<file path="config.mk">
export PLATFORM = sky130hd
export DESIGN_NAME = uart_echo_top
export DESIGN_NICKNAME = d
export VERILOG_FILES = /design/src/logic/uart_pkg.sv /design/src/logic/uart_echo_top.sv /design/src/logic/uart_rx.sv /design/src/logic/uart_rx_front.sv /design/src/logic/uart_tx.sv
export SDC_FILE = /design/constraint.sdc
export NUM_CORES = 1
export LEC_CHECK = 0
export BUFFER_PORTS_ARGS = -buffer_cell sky130_fd_sc_hd__buf_2
export CAP_MARGIN = 0
export CORE_MARGIN = 2
export CORE_UTILIZATION = 31
export CTS_CLUSTER_DIAMETER = 100
export DETAILED_ROUTE_END_ITERATION = 8
export SYNTH_ARGS = -nofsm -noshare
export SYNTH_HDL_FRONTEND = slang
export SYNTH_HIERARCHICAL = 1
export SYNTH_SLANG_ARGS = --single-unit
</file>
<file path="constraint.sdc">
create_clock -name i_clk -period 2.1 [get_ports i_clk]
set_input_delay 0.315 -clock i_clk [delete_from_list [all_inputs] [get_ports i_clk]]
set_output_delay 0.315 -clock i_clk [all_outputs]
set_load 0.01 [all_outputs]
</file>
<file path="src/logic/uart_pkg.sv">
package uart_pkg;

	//////////////////////////////////////////////////
	// character framing
	//////////////////////////////////////////////////

	// every character is eight data bits with one stop bit and no parity
	localparam int DATA_BITS = 8;

	// counters are wide enough for very slow baud rates on a fast clock
	localparam int BAUD_W = 24;

	typedef logic [DATA_BITS-1:0] byte_t;

	// clock count inside one bit, or since the last edge on the line
	typedef logic [BAUD_W-1:0] baud_cnt_t;

	//////////////////////////////////////////////////
	// state encodings
	//////////////////////////////////////////////////

	// the receiver waits in idle and then walks through the data bits
	typedef enum logic [3:0] {
		RX_BIT0 = 4'h0,
		RX_BIT1 = 4'h1,
		RX_BIT2 = 4'h2,
		RX_BIT3 = 4'h3,
		RX_BIT4 = 4'h4,
		RX_BIT5 = 4'h5,
		RX_BIT6 = 4'h6,
		RX_BIT7 = 4'h7,
		RX_STOP = 4'h8,
		RX_IDLE = 4'hF
	} rx_state_e;

	// each transmitter state names the bit currently on the line
	typedef enum logic [3:0] {
		TX_START = 4'h0,
		TX_BIT0  = 4'h1,
		TX_BIT1  = 4'h2,
		TX_BIT2  = 4'h3,
		TX_BIT3  = 4'h4,
		TX_BIT4  = 4'h5,
		TX_BIT5  = 4'h6,
		TX_BIT6  = 4'h7,
		TX_BIT7  = 4'h8,
		TX_STOP  = 4'h9,
		TX_IDLE  = 4'hF
	} tx_state_e;

	//////////////////////////////////////////////////
	// links between blocks
	//////////////////////////////////////////////////

	// synchronised line level plus the start bit centre flag
	typedef struct packed {
		logic ck_bit;
		logic start_mid;
	} rx_line_t;

	// a received character with its one-cycle strobe
	typedef struct packed {
		logic  valid;
		byte_t data;
	} rx_byte_t;

endpackage

</file>
<file path="src/logic/uart_echo_top.sv">
module uart_echo_top #(
	parameter uart_pkg::baud_cnt_t CLOCKS_PER_BAUD = 24'd868
) (
	input  logic i_clk,
	input  logic i_arst_n,
	input  logic i_uart_rx,
	output logic o_uart_tx
);
	import uart_pkg::*;

	//////////////////////////////////////////////////
	// echo path
	//////////////////////////////////////////////////

	// each decoded character goes straight back out, with no buffer
	// between the receiver and the transmitter
	// 868 clocks per bit gives 115200 baud from a 100 MHz clock

	rx_line_t rx_line;
	rx_byte_t rx_byte;

	// synchroniser and start bit detection
	uart_rx_front #(
		.CLOCKS_PER_BAUD(CLOCKS_PER_BAUD)
	) rx_front0 (
		.i_clk     (i_clk),
		.i_arst_n  (i_arst_n),
		.i_uart_rx (i_uart_rx),
		.o_line    (rx_line)
	);

	// frame decode, strobing one byte per character
	uart_rx #(
		.CLOCKS_PER_BAUD(CLOCKS_PER_BAUD)
	) rx0 (
		.i_clk    (i_clk),
		.i_arst_n (i_arst_n),
		.i_line   (rx_line),
		.o_byte   (rx_byte)
	);

	// a strobe that lands while a frame is still going out is lost
	// the echo path has no handshake, so busy stays inside the transmitter
	uart_tx #(
		.CLOCKS_PER_BAUD(CLOCKS_PER_BAUD)
	) tx0 (
		.i_clk     (i_clk),
		.i_arst_n  (i_arst_n),
		.i_byte    (rx_byte),
		.o_uart_tx (o_uart_tx),
		.o_busy    ()
	);

endmodule

</file>
<file path="src/logic/uart_rx.sv">
module uart_rx #(
	parameter uart_pkg::baud_cnt_t CLOCKS_PER_BAUD = 24'd868
) (
	input  logic                i_clk,
	input  logic                i_arst_n,
	input  uart_pkg::rx_line_t  i_line,
	output uart_pkg::rx_byte_t  o_byte
);
	import uart_pkg::*;

	localparam baud_cnt_t BAUD_LAST = CLOCKS_PER_BAUD - baud_cnt_t'(1);

	rx_state_e state;
	baud_cnt_t baud_cnt;
	logic      zero_baud;
	byte_t     shift_reg;
	logic      valid_q;
	byte_t     data_q;

	//////////////////////////////////////////////////
	// frame state machine
	//////////////////////////////////////////////////

	// idle ignores the baud counter and only watches for a start centre
	// once running, each zero flag moves on to the next bit
	always_ff @(posedge i_clk or negedge i_arst_n)
	begin
		if (!i_arst_n)
			state <= RX_IDLE;
		else if (state == RX_IDLE)
		begin
			if (i_line.start_mid)
				state <= RX_BIT0;
		end
		else if (zero_baud)
		begin
			if (state == RX_STOP)
				state <= RX_IDLE;
			else
				state <= rx_state_e'(state + 4'd1);
		end
	end

	//////////////////////////////////////////////////
	// bit timing
	//////////////////////////////////////////////////

	// idle keeps the counter loaded, so the first sample lands one
	// full bit after the start centre, in the middle of bit zero
	always_ff @(posedge i_clk or negedge i_arst_n)
	begin
		if (!i_arst_n)
			baud_cnt <= BAUD_LAST;
		else if (zero_baud || (state == RX_IDLE))
			baud_cnt <= BAUD_LAST;
		else
			baud_cnt <= baud_cnt - baud_cnt_t'(1);
	end

	// the compare against zero is done a cycle ahead and registered
	// which keeps it out of the state decode paths
	always_ff @(posedge i_clk or negedge i_arst_n)
	begin
		if (!i_arst_n)
			zero_baud <= 1'b0;
		else if (state == RX_IDLE)
			zero_baud <= 1'b0;
		else
			zero_baud <= (baud_cnt == baud_cnt_t'(1));
	end

	//////////////////////////////////////////////////
	// data capture
	//////////////////////////////////////////////////

	// bits arrive least significant first, so they enter at the top
	// and the stop sample shifts in too but is never copied out
	always_ff @(posedge i_clk)
	begin
		if (zero_baud)
			shift_reg <= {i_line.ck_bit, shift_reg[DATA_BITS-1:1]};
	end

	// one-cycle strobe at the stop sample
	always_ff @(posedge i_clk or negedge i_arst_n)
	begin
		if (!i_arst_n)
			valid_q <= 1'b0;
		else
			valid_q <= zero_baud && (state == RX_STOP);
	end

	// the byte holds until the next character completes
	always_ff @(posedge i_clk)
	begin
		if (zero_baud && (state == RX_STOP))
			data_q <= shift_reg;
	end

	assign o_byte = '{valid: valid_q, data: data_q};

	// characters are at least ten bits apart so the strobe is single
	a_valid_single: assert property (
		@(posedge i_clk) disable iff (!i_arst_n)
		o_byte.valid |=> !o_byte.valid
	);

	a_zero_flag: assert property (
		@(posedge i_clk) disable iff (!i_arst_n)
		zero_baud |-> (baud_cnt == '0)
	);

endmodule

</file>
<file path="src/logic/uart_rx_front.sv">
module uart_rx_front #(
	parameter uart_pkg::baud_cnt_t CLOCKS_PER_BAUD = 24'd868
) (
	input  logic                i_clk,
	input  logic                i_arst_n,
	input  logic                i_uart_rx,
	output uart_pkg::rx_line_t  o_line
);
	import uart_pkg::*;

	// the start bit centre lies half a bit after its falling edge
	localparam baud_cnt_t HALF_BAUD = (CLOCKS_PER_BAUD >> 1) - baud_cnt_t'(1);

	// how far back the line must already have been low at a start centre
	localparam int LOW_TICKS = int'(HALF_BAUD) + 1;

	logic      q_uart;
	logic      qq_uart;
	logic      ck_uart;
	baud_cnt_t chg_cnt;
	logic      half_time;

	//////////////////////////////////////////////////
	// input synchroniser
	//////////////////////////////////////////////////

	// the line is asynchronous to i_clk so it passes three flops first
	// all stages come out of reset at the marking level
	always_ff @(posedge i_clk or negedge i_arst_n)
	begin
		if (!i_arst_n)
		begin
			q_uart  <= 1'b1;
			qq_uart <= 1'b1;
			ck_uart <= 1'b1;
		end
		else
		begin
			q_uart  <= i_uart_rx;
			qq_uart <= q_uart;
			ck_uart <= qq_uart;
		end
	end

	//////////////////////////////////////////////////
	// time since the last line change
	//////////////////////////////////////////////////

	// an edge is seen between the last two stages one cycle before it
	// reaches ck_uart, so the count restarts as the new level arrives
	always_ff @(posedge i_clk or negedge i_arst_n)
	begin
		if (!i_arst_n)
			chg_cnt <= '0;
		else if (qq_uart != ck_uart)
			chg_cnt <= '0;
		else
			chg_cnt <= chg_cnt + baud_cnt_t'(1);
	end

	// the line has been low for half a bit, so we sit near the centre
	// of a start bit and the receiver may begin counting whole bits
	always_ff @(posedge i_clk or negedge i_arst_n)
	begin
		if (!i_arst_n)
			half_time <= 1'b0;
		else
			half_time <= !ck_uart && (chg_cnt >= HALF_BAUD);
	end

	assign o_line.ck_bit = ck_uart;

	// masked by the current level so a rising line clears it at once
	assign o_line.start_mid = half_time && !ck_uart;

	// a start centre needs the line low now and already half a bit earlier
	a_start_mid_low: assert property (
		@(posedge i_clk) disable iff (!i_arst_n)
		o_line.start_mid |-> (!o_line.ck_bit && $past(!ck_uart, LOW_TICKS))
	);

endmodule

</file>
<file path="src/logic/uart_tx.sv">
module uart_tx #(
	parameter uart_pkg::baud_cnt_t CLOCKS_PER_BAUD = 24'd868
) (
	input  logic                i_clk,
	input  logic                i_arst_n,
	input  uart_pkg::rx_byte_t  i_byte,
	output logic                o_uart_tx,
	output logic                o_busy
);
	import uart_pkg::*;

	localparam baud_cnt_t BAUD_LAST = CLOCKS_PER_BAUD - baud_cnt_t'(1);

	tx_state_e state;
	baud_cnt_t baud_cnt;
	logic      zero_baud;
	byte_t     lcl_data;
	logic      accept;

	// a byte is taken only while idle, anything else is dropped
	assign accept = i_byte.valid && !o_busy;

	//////////////////////////////////////////////////
	// frame state machine and busy level
	//////////////////////////////////////////////////

	// busy is held high through every bit, including the whole stop bit
	// and falls only once idle has seen a zero flag
	// out of reset it is high for one cycle before idle clears it
	always_ff @(posedge i_clk or negedge i_arst_n)
	begin
		if (!i_arst_n)
		begin
			state  <= TX_IDLE;
			o_busy <= 1'b1;
		end
		else if (!zero_baud)
			o_busy <= 1'b1;
		else if (state == TX_IDLE)
		begin
			o_busy <= accept;
			if (accept)
				state <= TX_START;
		end
		else
		begin
			// a zero flag ends the current bit
			o_busy <= 1'b1;
			if (state == TX_STOP)
				state <= TX_IDLE;
			else
				state <= tx_state_e'(state + 4'd1);
		end
	end

	//////////////////////////////////////////////////
	// shift register and line driver
	//////////////////////////////////////////////////

	// working copy of the byte, shifted right as each bit goes out
	// ones fill in from the top, so the stop bit and the idle line follow
	// naturally once the data has gone
	always_ff @(posedge i_clk or negedge i_arst_n)
	begin
		if (!i_arst_n)
			lcl_data <= '1;
		else if (accept)
			lcl_data <= i_byte.data;
		else if (zero_baud)
			lcl_data <= {1'b1, lcl_data[DATA_BITS-1:1]};
	end

	// the start bit goes out on the cycle after the byte is taken
	always_ff @(posedge i_clk or negedge i_arst_n)
	begin
		if (!i_arst_n)
			o_uart_tx <= 1'b1;
		else if (accept)
			o_uart_tx <= 1'b0;
		else if (zero_baud)
			o_uart_tx <= lcl_data[0];
	end

	//////////////////////////////////////////////////
	// baud counter
	//////////////////////////////////////////////////

	// counts down from CLOCKS_PER_BAUD-1 for every bit on the line
	// in idle it rests at zero with the flag set, so a new byte starts
	// at once instead of waiting out some arbitrary bit period
	always_ff @(posedge i_clk or negedge i_arst_n)
	begin
		if (!i_arst_n)
		begin
			baud_cnt  <= '0;
			zero_baud <= 1'b1;
		end
		else if (state == TX_IDLE)
		begin
			if (accept)
			begin
				baud_cnt  <= BAUD_LAST;
				zero_baud <= 1'b0;
			end
			else
			begin
				baud_cnt  <= '0;
				zero_baud <= 1'b1;
			end
		end
		else if (!zero_baud)
		begin
			baud_cnt  <= baud_cnt - baud_cnt_t'(1);
			zero_baud <= (baud_cnt == baud_cnt_t'(1));
		end
		else
		begin
			baud_cnt  <= BAUD_LAST;
			zero_baud <= 1'b0;
		end
	end

	// the line may only move once the bit counter has run down to zero
	a_line_steady: assert property (
		@(posedge i_clk) disable iff (!i_arst_n)
		!$stable(o_uart_tx) |-> $past(baud_cnt == '0)
	);

	// a running bit period always reports busy upstream
	a_busy_cnt: assert property (
		@(posedge i_clk) disable iff (!i_arst_n)
		(baud_cnt != '0) |-> o_busy
	);

endmodule

</file>
==> reports/metrics.yaml <==
logic_synthesis:
  dominantRegCellSynth: "dfrtp_1"
  synth.top_cells.by_area: "dfrtp_1 (32%), dfstp_2 (13%), edfxtp_1 (8.8%), o21ai_0 (3.7%), a21oi_1 (3.4%)"
  synth_commonest_cells: "dfrtp_1 (69), nand2_1 (44), nor2_1 (44)"
  synth_cells: 512
  synth-seq-cells: 113
  postSynthAreaPerCell_sq_um: 10.6
  syn_area_sq_um: 5450
  synth_seq_area_share_pct: 54.0
  postSynth.asyncResetShare_pct: 85.8
  synth_edf_count: 16
  yosysTopAreaCellShare_pct: 31.7
  synth_cell_types: 59
  most_area_hungry_cell_type_in_the_yosys_netlist: "dfrtp_1"
  yosys.cell_count.top_type: "dfrtp_1"
  postSynthNetCount: 526
  ys_warn_count: 6
critical_path:
  timing.critical_path.slowest_stage_cell: "or4b_4"
  crit_arrival_ps: 2510
  crit_fanout: 4
  critical_path_class: "reg -> reg"
  timing.critical_path.from_type: "flop"
  timing.reg2reg.worst_path_depth: 6
  worst_path_most_repeated_cell: "or4b_4"
  critPathRequiredTime_ps: 2440
  critical-path-top-delay-family: "simple AND/OR/NAND/NOR gates"
  worst-path-stages: 6
  critical_path.startpoint: "tx0/baud_cnt[1]"
  end_kind: "flop"
  crit_path_max_incr_delay_ps: 530
  path_buf_inv: 1
  cp_cell_sequence: "inv_2 > ha_2 > or4b_4 > or3_4 > or4b_4 > a21oi_2"
  worst_r2r_startpoint: "tx0/baud_cnt[1]"
drt:
  drt_wl_total_um: 10700
  vias: 4029
  detail_route.drc_violations: 0
  wire_per_inst_um: 13.5
  drt_iter0_markers: 196
  postRouteAntennaNets: 0
  via_per_inst: 5.08
  drt-pass1-iter-count: 5
place:
  placement.io_buffers: 3
  place_hpwl_um: 6890
  gp_routability_congestion: 0.755
  placed_cell_area_sq_um: 5930
run_status:
  failing_checks: "negative setup slack"
  status: "finished, violations left"
sta:
  layout_worst_path_cycle_share_pct: 103
  rsz0062_at_grt: "yes"
  max_slew_margin_pct: 61.4
  finClkSkew_ps: 6.04
  setup_total_negative_slack_ps: -159
  fmaxAchievable_ghz: 0.462
  hold_violations: 0
  final.setup.worst_slack_ps: -65.1
  drv_slew: 0
  timing.final.crit_period_ps: 2170
  max_slew.worst_pin.slew_ps: 575
  timing.final.setup_violations: 4
final_layout:
  postLayoutCoreUtil_pct: 39.1
  final.fill_count: 1656
  antenna_cells_inserted: 0
  drive_above_1_share_pct: 24.3
  fin_area_sq_um: 6750
  areaGrowthSynthToFinish_pct: 23.8
  nNetsFinal: 569
  top_flop_regs: "rx0/baud_cnt: 24 flops, rx_front0/chg_cnt: 24 flops, tx0/baud_cnt: 24 flops"
pwr:
  total_power_mw: 5.57
  irDropWorstVdd_mv: 0.602
  power.internal_mw: 4.51
  power-per-cell-area_nw_per_um2: 825
  switchingPower_mw: 1.05
  relative_contribution_of_combinational_cells_to_total_power_pct: 1.8
  power_frac_clock_pct: 57.7
  relative_contribution_of_sequential_cells_to_total_power_pct: 40.5
  switch_share_pct: 18.9
  leakage_nw: 2.53
global_route:
  grt-ovfl-total: 0
  grt_antenna_before_repair: 0
  gr-usage-all-layers_pct: 12.7
  first_global_vias: 4011
  global_route_wire_length_before_repair_um: 18700
  largest_net_degree_at_the_start_of_global_routing: 46
clocking:
  cell_chosen_for_the_clock_root: "clkbuf_16"
  clock-sinks: 113
  path_clk_slew_ps: 50
  cts.path.max_buffers: 2
  clkLatencyLatePin_ps: 410
  cts_htree_levels: 4
  clock_tree_from_tritoncts: "built"
  cts_made_buffers: 17
floorplanning:
  io_pins: 4
  design.core.area_sq_um: 17200
  die-area_sq_um: 18700
  count_of_standard_cell_rows: 48
  dieHeight_um: 137
  die_x_um: 137
  initial_core_util_pct: 31.6
worst_hold_path:
  hold_path.startpoint: "rx_front0/q_uart"
  hold_path_depth: 0
  worst_hold_path_type: "reg -> reg"
flow_run:
  max-cap-violations: 0
[final timing paths]
kind | endpoint | slack [ps]
max reg2reg | tx0/baud_cnt[20] | -70
max | tx0/baud_cnt[20] | -70
max in group asynchronous | rx0/baud_cnt[0] | 1000
min in group asynchronous | rx_front0/chg_cnt[14] | 420
min | rx_front0/qq_uart | 360
min reg2reg | rx_front0/qq_uart | 360
[layout make-up]
class                   instances  area (sq um)  share of cell area [%]
clock buffers                  21           450                    6.68
clock inverters                11           209                    3.10
inverters                      13          48.8                   0.723
multi-input cells             365          2460                    36.4
flip-flops and latches        113          2940                    43.6
well taps                     225           282                    4.17
repair buffers                 45           358                    5.30
[through the flow]
step                      setup slack [ps]  instances  hold WS (ps)
after CTS                            -87.9        790           365
after global placement               -88.0        755           307
after detailed placement              -151        755           324
after global routing                  -149        793           370
after floorplan                      -39.0        512          19.4
final                                -65.1        793           359
[cell usage in the layout, fill, tap and decap left out, types with 3 or more instances in the layout]
cell       count
dfrtp_1       69
nor2_1        44
nand2_1       44
o21ai_0       40
buf_4         38
a21oi_1       34
dfstp_2       28
clkbuf_16     17
xnor2_1       16
edfxtp_1      16
or3_1         15
xor2_1        15
nand3_1       13
inv_1         12
mux2i_1       12
nand4_1       10
nor3_1        10
ha_1          10
or4_1          9
nor4_1         9
o31ai_1        7
bufinv_16      6
nand2b_1       6
a31oi_1        6
or4_4          5
nor4_4         4
and2_1         4
clkbuf_1       3
o41ai_1        3
nor2b_1        3
or3_4          3
nand4b_1       3
a21oi_2        3
[kinds of logic after synthesis]
group	synth area share (%)
buf+inv	2.91
mux	2.20
xor+xnor	4.98
fa+ha+maj	2.52
flops	54.0
compound gates	11.3
simple gates	22.1
[power by group through the flow]
stage	Sequential [mW]	Clock (mW)	Combinational (mW)
2_1_floorplan	2.29	0	0.0448
3_3_place_gp	2.29	0	0.102
3_5_place_dp	2.29	0	0.104
4_1_cts	2.25	3.29	0.107
5_1_grt	2.26	3.39	0.122
6_report	2.26	3.21	0.102
[metal layers]
layer | global-route usage [%] | vias up | routed length, um
li1 | - | 1959 | -
met1 | 15.6 | 1998 | 4950
met2 | 20.3 | 57 | 5260
met3 | 4.00 | 15 | 385
met4 | 5.79 | 0 | 150
met5 | 0 | - | 0
[what timing repair did]
action | CTS | global route
endpoints found under the hold margin | 29 | 0
resized for setup | 8 | 13
pin swaps | 1 | 5
setup buffers | 1 | 3
setup endpoints to repair | 7 | 9
hold buffers | 2 | 0
[worst register-to-register path: cells and delay by family, from the launching register on]
family,cells,cell delay (ps)
AO/OA/AOI/OAI,1,130
buffers and inverters,1,60
AND/OR/NAND/NOR,3,1360
adder cells (fa/ha/maj),1,160
flip-flops,1,380
Note: power is estimated with default switching activity, not from simulation.
